File: config.mk
export PLATFORM = sky130hd
export DESIGN_NAME = adc_subsystem
export DESIGN_NICKNAME = d
export VERILOG_FILES = /design/src/source/adc_pkg.sv /design/src/source/adc_sequencer.sv /design/src/source/adc_average_filter.sv /design/src/source/adc_apb_regs.sv /design/src/source/adc_subsystem.sv
export SDC_FILE = /design/constraint.sdc
export NUM_CORES = 1
export LEC_CHECK = 0
export ABC_AREA = 1
export BUFFER_PORTS_ARGS = -buffer_cell sky130_fd_sc_hd__buf_2
export CORE_MARGIN = 4
export CORE_UTILIZATION = 52
export DETAILED_ROUTE_END_ITERATION = 10
export PLACE_DENSITY = 0.76
export SLEW_MARGIN = 30
export SYNTH_ARGS = -nofsm -noshare
export SYNTH_HDL_FRONTEND = slang
export SYNTH_SLANG_ARGS = --single-unit
File: constraint.sdc
create_clock -name sys_clk -period 4.85 [get_ports sys_clk]
set_input_delay 0.97 -clock sys_clk [delete_from_list [all_inputs] [get_ports sys_clk]]
set_output_delay 0.97 -clock sys_clk [all_outputs]
set_load 0.01 [all_outputs]
File: src/source/adc_pkg.sv
package adc_pkg;

        // converter result and input channel
        typedef logic [11:0] adc_sample_t;
        typedef logic [4:0]  adc_channel_t;

        // apb bus widths
        typedef logic [7:0]  apb_addr_t;               // byte address
        typedef logic [31:0] apb_data_t;

        // register map, byte offsets
        localparam apb_addr_t REG_CTRL   = 8'h00;      // enable, filter_en, channel
        localparam apb_addr_t REG_STATUS = 8'h04;      // sample_ready, overrun
        localparam apb_addr_t REG_DATA   = 8'h08;      // sample and its channel
        localparam apb_addr_t REG_COUNT  = 8'h0C;      // completed conversions

        // CTRL field positions
        localparam int CTRL_ENABLE_BIT    = 0;
        localparam int CTRL_FILTER_EN_BIT = 1;
        localparam int CTRL_CHANNEL_LSB   = 4;

        // STATUS field positions
        localparam int STATUS_READY_BIT   = 0;
        localparam int STATUS_OVERRUN_BIT = 1;

        // one command in flight at a time
        typedef enum logic [1:0]
        {
                SEQ_IDLE,                              // waiting for a trigger
                SEQ_COMMAND,                           // cmd_valid high
                SEQ_WAIT_RESP                          // command taken, result pending
        } seq_state_t;

endpackage

File: src/source/adc_sequencer.sv
`timescale 1ns/1ns

module adc_sequencer
(
        input  logic                  sys_clk,
        input  logic                  reset,
        input  logic                  enable,
        input  adc_pkg::adc_channel_t channel,
        input  logic                  sync_trigger,
        input  logic                  cmd_ready,
        input  logic                  rsp_valid,
        output logic                  cmd_valid,
        output adc_pkg::adc_channel_t cmd_channel
);

        import adc_pkg::*;

        seq_state_t state;
        seq_state_t state_next;
        logic       start;

        // a trigger only counts when idle and enabled
        assign start = (state == SEQ_IDLE) && enable && sync_trigger;

        always_comb
        begin
                state_next = state;
                case (state)
                        SEQ_IDLE:
                        begin
                                if (start)
                                        state_next = SEQ_COMMAND;
                        end
                        SEQ_COMMAND:
                        begin
                                if (cmd_ready)             // handshake completes
                                        state_next = SEQ_WAIT_RESP;
                        end
                        SEQ_WAIT_RESP:
                        begin
                                if (rsp_valid)             // single response beat
                                        state_next = SEQ_IDLE;
                        end
                        default:
                        begin
                                state_next = SEQ_IDLE;
                        end
                endcase
        end

        always_ff @(posedge sys_clk)
        begin
                if (reset)
                        state <= SEQ_IDLE;
                else
                        state <= state_next;
        end

        // channel frozen at trigger time, later CTRL writes wait for the next one
        always_ff @(posedge sys_clk)
        begin
                if (start)
                        cmd_channel <= channel;
        end

        // held until cmd_ready is seen
        assign cmd_valid = (state == SEQ_COMMAND);

endmodule

File: src/source/adc_average_filter.sv
`timescale 1ns/1ns

module adc_average_filter
#(
        parameter int FILTER_DEPTH = 6
)
(
        input  logic                  sys_clk,
        input  logic                  reset,
        input  logic                  filter_en,
        input  logic                  filter_clear,
        input  logic                  rsp_valid,
        input  adc_pkg::adc_channel_t rsp_channel,
        input  adc_pkg::adc_sample_t  rsp_data,
        output logic                  sample_valid,
        output adc_pkg::adc_sample_t  sample_data,
        output adc_pkg::adc_channel_t sample_channel
);

        import adc_pkg::*;

        localparam int SAMPLE_W = $bits(adc_sample_t);
        localparam int SUM_W    = SAMPLE_W + $clog2(FILTER_DEPTH);   // holds depth * max sample

        adc_sample_t        hist [FILTER_DEPTH];      // hist[0] is the newest
        logic [SUM_W-1:0]   sum_q;                    // running sum of hist
        logic [SUM_W-1:0]   sum_base;
        logic [SUM_W-1:0]   sum_oldest;
        logic [SUM_W-1:0]   sum_next;
        logic [SUM_W-1:0]   avg;

        // a clear in the same cycle as a response starts from an empty history
        assign sum_base   = filter_clear ? '0 : sum_q;
        assign sum_oldest = filter_clear ? '0 : SUM_W'(hist[FILTER_DEPTH-1]);

        // drop the oldest sample, add the current one
        assign sum_next = sum_base - sum_oldest + SUM_W'(rsp_data);
        assign avg      = sum_next / SUM_W'(FILTER_DEPTH);     // truncated mean

        always_ff @(posedge sys_clk)
        begin
                if (reset)
                begin
                        for (int i = 0; i < FILTER_DEPTH; i++)
                                hist[i] <= '0;
                        sum_q <= '0;
                end
                else
                begin
                        if (filter_clear)
                        begin
                                for (int i = 0; i < FILTER_DEPTH; i++)
                                        hist[i] <= '0;
                                sum_q <= '0;
                        end
                        // history fills in bypass mode too
                        if (rsp_valid)
                        begin
                                hist[0] <= rsp_data;
                                for (int i = 1; i < FILTER_DEPTH; i++)
                                        hist[i] <= filter_clear ? '0 : hist[i-1];
                                sum_q <= sum_next;
                        end
                end
        end

        always_ff @(posedge sys_clk)
        begin
                if (reset)
                        sample_valid <= 1'b0;
                else
                        sample_valid <= rsp_valid;            // one cycle behind the response
        end

        always_ff @(posedge sys_clk)
        begin
                if (rsp_valid)
                begin
                        sample_data    <= filter_en ? avg[SAMPLE_W-1:0] : rsp_data;
                        sample_channel <= rsp_channel;
                end
        end

endmodule

File: src/source/adc_apb_regs.sv
`timescale 1ns/1ns

module adc_apb_regs
(
        input  logic                  sys_clk,
        input  logic                  reset,
        input  logic                  psel,
        input  logic                  penable,
        input  logic                  pwrite,
        input  adc_pkg::apb_addr_t    paddr,
        input  adc_pkg::apb_data_t    pwdata,
        output adc_pkg::apb_data_t    prdata,
        output logic                  pready,
        output logic                  pslverr,
        input  logic                  sample_valid,
        input  adc_pkg::adc_sample_t  sample_data,
        input  adc_pkg::adc_channel_t sample_channel,
        output logic                  enable,
        output logic                  filter_en,
        output logic                  filter_clear,
        output adc_pkg::adc_channel_t channel
);

        import adc_pkg::*;

        logic         access;
        logic         hit_ctrl;
        logic         hit_status;
        logic         hit_data;
        logic         hit_count;
        logic         mapped;
        logic         read_only;
        logic         wr_ctrl;
        logic         rd_status;
        logic         rd_data;

        logic         sample_ready;
        logic         overrun;
        adc_sample_t  data_sample;
        adc_channel_t data_channel;
        logic [15:0]  conv_count;

        // access phase of a zero wait state transfer
        assign access = psel && penable;
        assign pready = 1'b1;

        assign hit_ctrl   = (paddr == REG_CTRL);
        assign hit_status = (paddr == REG_STATUS);
        assign hit_data   = (paddr == REG_DATA);
        assign hit_count  = (paddr == REG_COUNT);
        assign mapped     = hit_ctrl || hit_status || hit_data || hit_count;
        assign read_only  = hit_status || hit_data || hit_count;

        assign pslverr = access && (!mapped || (pwrite && read_only));

        assign wr_ctrl   = access && pwrite && hit_ctrl;
        assign rd_status = access && !pwrite && hit_status;
        assign rd_data   = access && !pwrite && hit_data;

        always_ff @(posedge sys_clk)
        begin
                if (reset)
                begin
                        enable       <= 1'b0;
                        filter_en    <= 1'b0;
                        channel      <= '0;
                        filter_clear <= 1'b0;
                end
                else
                begin
                        filter_clear <= wr_ctrl;               // one cycle per CTRL write
                        if (wr_ctrl)
                        begin
                                enable    <= pwdata[CTRL_ENABLE_BIT];
                                filter_en <= pwdata[CTRL_FILTER_EN_BIT];
                                channel   <= pwdata[CTRL_CHANNEL_LSB +: $bits(adc_channel_t)];
                        end
                end
        end

        always_ff @(posedge sys_clk)
        begin
                if (reset)
                begin
                        sample_ready <= 1'b0;
                        overrun      <= 1'b0;
                        data_sample  <= '0;
                        data_channel <= '0;
                        conv_count   <= '0;
                end
                else
                begin
                        if (rd_data)
                                sample_ready <= 1'b0;
                        if (rd_status)
                                overrun <= 1'b0;
                        // a new result wins over a clear in the same cycle
                        if (sample_valid)
                        begin
                                sample_ready <= 1'b1;
                                data_sample  <= sample_data;
                                data_channel <= sample_channel;
                                conv_count   <= conv_count + 16'd1;    // wraps
                                if (sample_ready && !rd_data)           // previous result unread
                                        overrun <= 1'b1;
                        end
                end
        end

        always_comb
        begin
                prdata = '0;
                if (hit_ctrl)
                begin
                        prdata[CTRL_ENABLE_BIT]    = enable;
                        prdata[CTRL_FILTER_EN_BIT] = filter_en;
                        prdata[CTRL_CHANNEL_LSB +: $bits(adc_channel_t)] = channel;
                end
                else if (hit_status)
                begin
                        prdata[STATUS_READY_BIT]   = sample_ready;
                        prdata[STATUS_OVERRUN_BIT] = overrun;
                end
                else if (hit_data)
                        prdata = {11'd0, data_channel, 4'd0, data_sample};
                else if (hit_count)
                        prdata = {16'd0, conv_count};
        end

endmodule

File: src/source/adc_subsystem.sv
`timescale 1ns/1ns

module adc_subsystem
#(
        parameter int FILTER_DEPTH = 6
)
(
        input  logic                  sys_clk,
        input  logic                  reset,
        input  logic                  psel,
        input  logic                  penable,
        input  logic                  pwrite,
        input  adc_pkg::apb_addr_t    paddr,
        input  adc_pkg::apb_data_t    pwdata,
        output adc_pkg::apb_data_t    prdata,
        output logic                  pready,
        output logic                  pslverr,
        input  logic                  sync_trigger,
        output logic                  cmd_valid,
        output adc_pkg::adc_channel_t cmd_channel,
        input  logic                  cmd_ready,
        input  logic                  rsp_valid,
        input  adc_pkg::adc_channel_t rsp_channel,
        input  adc_pkg::adc_sample_t  rsp_data
);

        import adc_pkg::*;

        // control from the register block
        logic         enable;
        logic         filter_en;
        logic         filter_clear;
        adc_channel_t channel;

        // filtered result into the register block
        logic         sample_valid;
        adc_sample_t  sample_data;
        adc_channel_t sample_channel;

        adc_sequencer adc_sequencer_inst (
                .sys_clk      (sys_clk),
                .reset        (reset),
                .enable       (enable),
                .channel      (channel),
                .sync_trigger (sync_trigger),
                .cmd_ready    (cmd_ready),
                .rsp_valid    (rsp_valid),
                .cmd_valid    (cmd_valid),
                .cmd_channel  (cmd_channel)
        );

        adc_average_filter #(
                .FILTER_DEPTH (FILTER_DEPTH)
        ) adc_average_filter_inst (
                .sys_clk        (sys_clk),
                .reset          (reset),
                .filter_en      (filter_en),
                .filter_clear   (filter_clear),
                .rsp_valid      (rsp_valid),
                .rsp_channel    (rsp_channel),
                .rsp_data       (rsp_data),
                .sample_valid   (sample_valid),
                .sample_data    (sample_data),
                .sample_channel (sample_channel)
        );

        adc_apb_regs adc_apb_regs_inst (
                .sys_clk        (sys_clk),
                .reset          (reset),
                .psel           (psel),
                .penable        (penable),
                .pwrite         (pwrite),
                .paddr          (paddr),
                .pwdata         (pwdata),
                .prdata         (prdata),
                .pready         (pready),
                .pslverr        (pslverr),
                .sample_valid   (sample_valid),
                .sample_data    (sample_data),
                .sample_channel (sample_channel),
                .enable         (enable),
                .filter_en      (filter_en),
                .filter_clear   (filter_clear),
                .channel        (channel)
        );

endmodule

# Word level (Yosys, flattened, before mapping)
# Memory sizes are Yosys's and may differ from the RTL's.
# Cells that the tools add are included.
# word_totals
regBits,83
ram_bits,72
input_bits,65
output_inout_bits,40
elab_cells,110
mem_count,1
# mem_list
name,words,word_bits,read_ports,rd_clocked_by_memory_dff,wr,line_no,rtl
adc_average_filter_inst.hist,6,12,6,0,6,adc_average_filter.sv:25,adc_sample_t hist [FILTER_DEPTH];
# classes
addsub,3
div,1
eq_ne,8
n_mux,46
n_bitwise,12
reduce_logical,24
# op_table
operator,count
2-to-1 mux 12 bit,19
2-to-1 mux 15 bit,2
2-to-1 mux 30 bit,1
2-to-1 mux 23 bit,1
2-to-1 mux 21 bit,1
"adder 16 x 1 -> 16 bit, second input constant",1
"== test 8 x 4 -> 1 bit, second input constant",2
2-to-1 mux 16 bit,1
adder 15 x 12 -> 15 bit,1
"divider 15 x 3 -> 15 bit, second input constant",1
subtractor 15 bit,1
2-to-1 mux 1 bit,13
2-to-1 mux 2 bit,6
bitwise OR 1 bit,12
logical AND 1 bit,11
"== test 8 x 3 -> 1 bit, second input constant",1
zero test 8 bit,1
logical OR 1 bit,6
case mux 2 bit (3 select lines),1
2-to-1 mux 5 bit,1
"inequality test 2 x 1 -> 1 bit, second input constant",2
zero test 1 bit,3
AND reduction 3 bit,1
"== test 2 x 1 -> 1 bit, second input constant",1
4 further kinds,4

# Depth between registers and ports, before layout
# logic_depth
ltp_word,7
mapped_depth,47
mapped_depth_nobuf,46

# By module
# A second synthesis with hierarchy kept.
# unflattened
cells_unflattened,982
area_unflattened_um2,8160.3
# modules_own_cells
mod,instances,cells_each,area_per_inst_um2,seq_area_each_um2
adc_average_filter,1,645,5662.9,2992.9
adc_apb_regs,1,314,2239.6,860.8
adc_sequencer,1,23,257.7,190.2

# Least setup slack after synthesis
# OpenSTA, ideal clock, no wires.
# synth_path
kind,input to register
from,in rsp_data[1]
to,reg adc_average_filter_inst.sample_data[0] (data pin)
setup_ns,0.252
t_arrival_ns,4.996
required_ns,4.598
setup_slack_ns,-0.398
path_stages,39
path_buffers,0
path_cell_list,inv_1 fa_1 inv_1 fa_1 nand3_1 nand3_1 nand3_1 nand3_1 xor2_1 inv_1 nand3_1 nand2_1 inv_1 o21ai_2 nand3_2 nand2_2 nand2_2 o21ai_1 [... 3 more ...] o21ai_2 nand2_2 o21ai_1 nand2_1 nand2_1 inv_1 nor2_1 nand2_1 nand2_2 nand2_1 nand2_1 nand3_1 nand3_1 nand2_1 inv_1 nand2_1 nand2_1 nand2_1
# synth_via
elab_chain_len,3
# synth_rtl
item,line_no,rtl
from (decl),adc_subsystem.sv:24,input adc_pkg::adc_sample_t rsp_data
adder 15 x 12 -> 15 bit,adc_average_filter.sv:37,assign sum_next = sum_base - sum_oldest + SUM_W'(rsp_data);
divider 15 x 3 -> 15 bit,adc_average_filter.sv:38,assign avg = sum_next / SUM_W'(FILTER_DEPTH);
2-to-1 mux 12 bit,adc_average_filter.sv:79,sample_data <= filter_en ? avg[SAMPLE_W-1:0] : rsp_data;
to (signal assigned),adc_average_filter.sv:79,
to (decl),adc_average_filter.sv:16,"output adc_pkg::adc_sample_t sample_data,"
# Every way passes these cells.
# A chain may end at the register's enable or synchronous reset.

# Final worst setup path
# layout_path
from,in rsp_data[8]
to,reg adc_average_filter_inst.sample_data[0] (data pin)
# The elaborated chain is that of the path after synthesis.

==> key figures <==
Timing
  – Relative slew slack: 33.1%
  – Max Slew Vio Count: 0
  – Post-route clock period utilization: 114%
  – F_max: 0.181 GHz
  – Skew final: 12.6 ps
  – Fin. Hold Viols: 0
  – Final Setup Violations: 5
  – RSZ-0062 raised after global routing: true
  – Tmin final: 5520 ps
  – Final TNS setup: -2430 ps
  – Setup ws final: -673 ps
  – Worst-Margin Slew: 1000 ps

Global route
  – Largest net degree at the start of global routing: 61
  – Vias in the first global route: 6315
  – Grt total ovfl: 0
  – All-Layer GR Usage: 21.5%
  – First-pass GRT wire length: 29.0 mm
  – Antenna violations before repair: 0

Clocking
  – CTS tree: done
  – Clock transition at the registers of the reported paths: 70 ps
  – H-tree depth: 4
  – Hold buffers post-CTS: 0
  – Skew-Pair Late Insertion Delay: 430 ps
  – Clock root buffer: clkbuf_16
  – Clock Path Buffers: 2
  – TritonCTS Buffers: 17
  – TritonCTS Sinks: 155

Setup path
  – Worst path required time: 5030 ps
  – Largest stage delay, worst path: 530 ps
  – Classification of the worst setup path: in -> reg
  – Worst path arrival time: 5700 ps
  – Critical path's top delay family: simple AND/OR/NAND/NOR gates
  – Slowest cell on crit path: fa_1
  – Most numerous cell on the critical path: nand2_2
  – Bufs and invs on worst path: 8
  – Critical path fanouts, max: 4
  – Critical path endpoint category: flip-flop
  – Type of origin of the critical path: input port

Drt
  – First-iteration detailed-routing DRC count: 475
  – Post-route ant nets: 0
  – DR pass1 iterations: 5
  – DR vias/cell: 5.12
  – Total number of vias: 6630
  – DR WL/cell: 14.2 um
  – # DRC: 0
  – Post-Route WL: 18.4 mm

Finish
  – Fin cells: 1294
  – Share of layout cells above drive strength 1: 30.5%
  – Antenna diodes: 0
  – Final nets: 1190
  – Fin util: 68.8%
  – Syn-to-layout area delta: 28.6%
  – Fillers: 1095

Place
  – HPWL Detailed: 11.7 mm
  – DP Cell Count: 1238
  – # port buffers: 67
  – GPL Wtd Cong: 0.893

Floorplanning
  – I/O Pins: 105
  – Starting density of the core: 53.5%
  – Die width: 131 um
  – Num rows: 44
  – Die Area: 17200 sq um
  – Die Span Y: 131 um
  – Core area: 14700 sq um

Synth
  – Flip-flop and latch count after synthesis: 155
  – Yosys cell types: 42
  – Main combinational cell family by area after synthesis: simple AND/OR/NAND/NOR gates
  – Simple-Gate Fraction of Synth Area: 21.8%
  – Mux cell area share after synthesis: 0%
  – Cell Area, Synth: 7860 sq um
  – Synth Area in Compound Gates: 8.62%
  – Syn Area/Cell: 8.28 sq um
  – Post-synthesis xor/xnor area fraction: 1.23%
  – Post-Synthesis Cells: 950
  – Seq/Total Area, Yosys: 51.4%
  – Adder-Cell Fraction of Synth Area: 5.60%
  – Yosys Warn Count: 0

Run
  – Max_cap viols: 0

Outcome
  – Status: complete, but fails checks
  – Failing checks: setup timing

Hold path
  – Min-delay worst type: reg -> reg
==> worst register-to-register path: cells and delay by family, from the launching register on <==
kind,cells,cell delay (ps)
compound gates,8,1190
fa+ha+maj,2,810
buf+inv,7,630
flops,1,340
simple gates,26,2260
==> state kept, by name, summed over array words and instances (netlist names), 2 cells and up <==
register	flops
adc_apb_regs_inst.data_sample	12
adc_apb_regs_inst.conv_count	16
adc_average_filter_inst.sample_channel	5
adc_average_filter_inst.sample_data	12
adc_apb_regs_inst.channel	5
adc_apb_regs_inst.data_channel	5
adc_average_filter_inst.hist	72
adc_sequencer_inst.cmd_channel	5
adc_sequencer_inst.state	2
adc_average_filter_inst.sum_q	15
==> area by class of cell <==
type                    count  area [sq um]  area share [%]
repair buffers            153          1010            10.0
clock inverters            12          85.1           0.841
flip-flops and latches    155          4050            40.0
inverters                 189           719            7.12
clock buffers              20           448            4.43
well taps                 184           230            2.28
multi-input cells         581          3570            35.3
==> metal layers <==
layer  wire, um  vias to the layer above  track usage [%]
met5          0                        -                0
met4        536                        0             7.92
met3       1000                       48             5.20
met2       9350                      198             36.0
met1       7490                     3125             27.1
li1           -                     3259                -
==> layout by cell type, fill, tap and decap left out, types with 10 or more instances in the layout <==
cell type	count
o21ai_0	43
nand2_4	11
fa_1	11
buf_2	63
inv_2	22
o22ai_1	12
nand3_2	14
nand2_2	50
conb_1	12
dfxtp_1	60
nand2_1	109
buf_4	86
a21oi_1	19
nand3_1	16
edfxtp_1	94
clkbuf_16	17
inv_1	162
ha_4	10
nor2_1	170
nor3_1	11
==> cell usage after synthesis (all sizes together) <==
library cell	instances	area, sq um
a21oi	29	149
a31o	1	8.76
a31oi	7	43.8
and2	2	12.5
buf	14	98.8
clkbuf	21	78.8
clkinv	2	7.51
conb	2	7.51
dfxtp	61	1220
edfxtp	94	2820
fa	12	240
ha	16	200
inv	187	702
nand2	170	668
nand3	31	165
nand3b	1	7.51
nand4	2	12.5
nor2	183	689
nor3	12	65.1
nor3b	7	52.6
nor4	4	25.0
o2111ai	1	8.76
o211ai	5	37.5
o21a	1	7.51
o21ai	53	284
o21bai	7	63.8
o22ai	12	75.1
or2	2	12.5
xnor2	4	35.0
xor2	7	61.3
==> through the flow <==
stage / hold slack, ps / setup slack [ps] / instance area [sq um]
6_report: 470 / -673 / 10100
5_1_grt: 477 / -991 / 10100
4_1_cts: 471 / -351 / 9820
3_5_place_dp: 446 / -949 / 8860
3_3_place_gp: 438 / -794 / 8850
2_1_floorplan: 422 / -255 / 8000
==> worst paths after layout <==
kind	to	start	slack, ps	cells after the start
max	adc_average_filter_inst.sample_data[0]	rsp_data[8]	-670	40
min	adc_sequencer_inst.cmd_channel[2]	adc_apb_regs_inst.channel[2]	470	0
max reg2reg	adc_average_filter_inst.sample_data[0]	adc_apb_regs_inst.filter_clear	-590	43
min reg2reg	adc_sequencer_inst.cmd_channel[2]	adc_apb_regs_inst.channel[2]	470	0
==> timing repair <==
action,4_1_cts,5_1_grt
setup endpoints to repair,4,5
setup buffers,19,5
gates resized for setup,79,70
pin swaps,26,32
==> kinds of logic after synthesis <==
logic type | Yosys count
AO/OA/AOI/OAI | 116
XOR/XNOR | 11
adder cells (fa/ha/maj) | 28
buffers and inverters | 224
flip-flops | 155
other | 2
AND/OR/NAND/NOR | 414
Power is left out: the tool's default activity adds up to more than one toggle a clock period on the data nets, which glitch-free logic cannot reach.
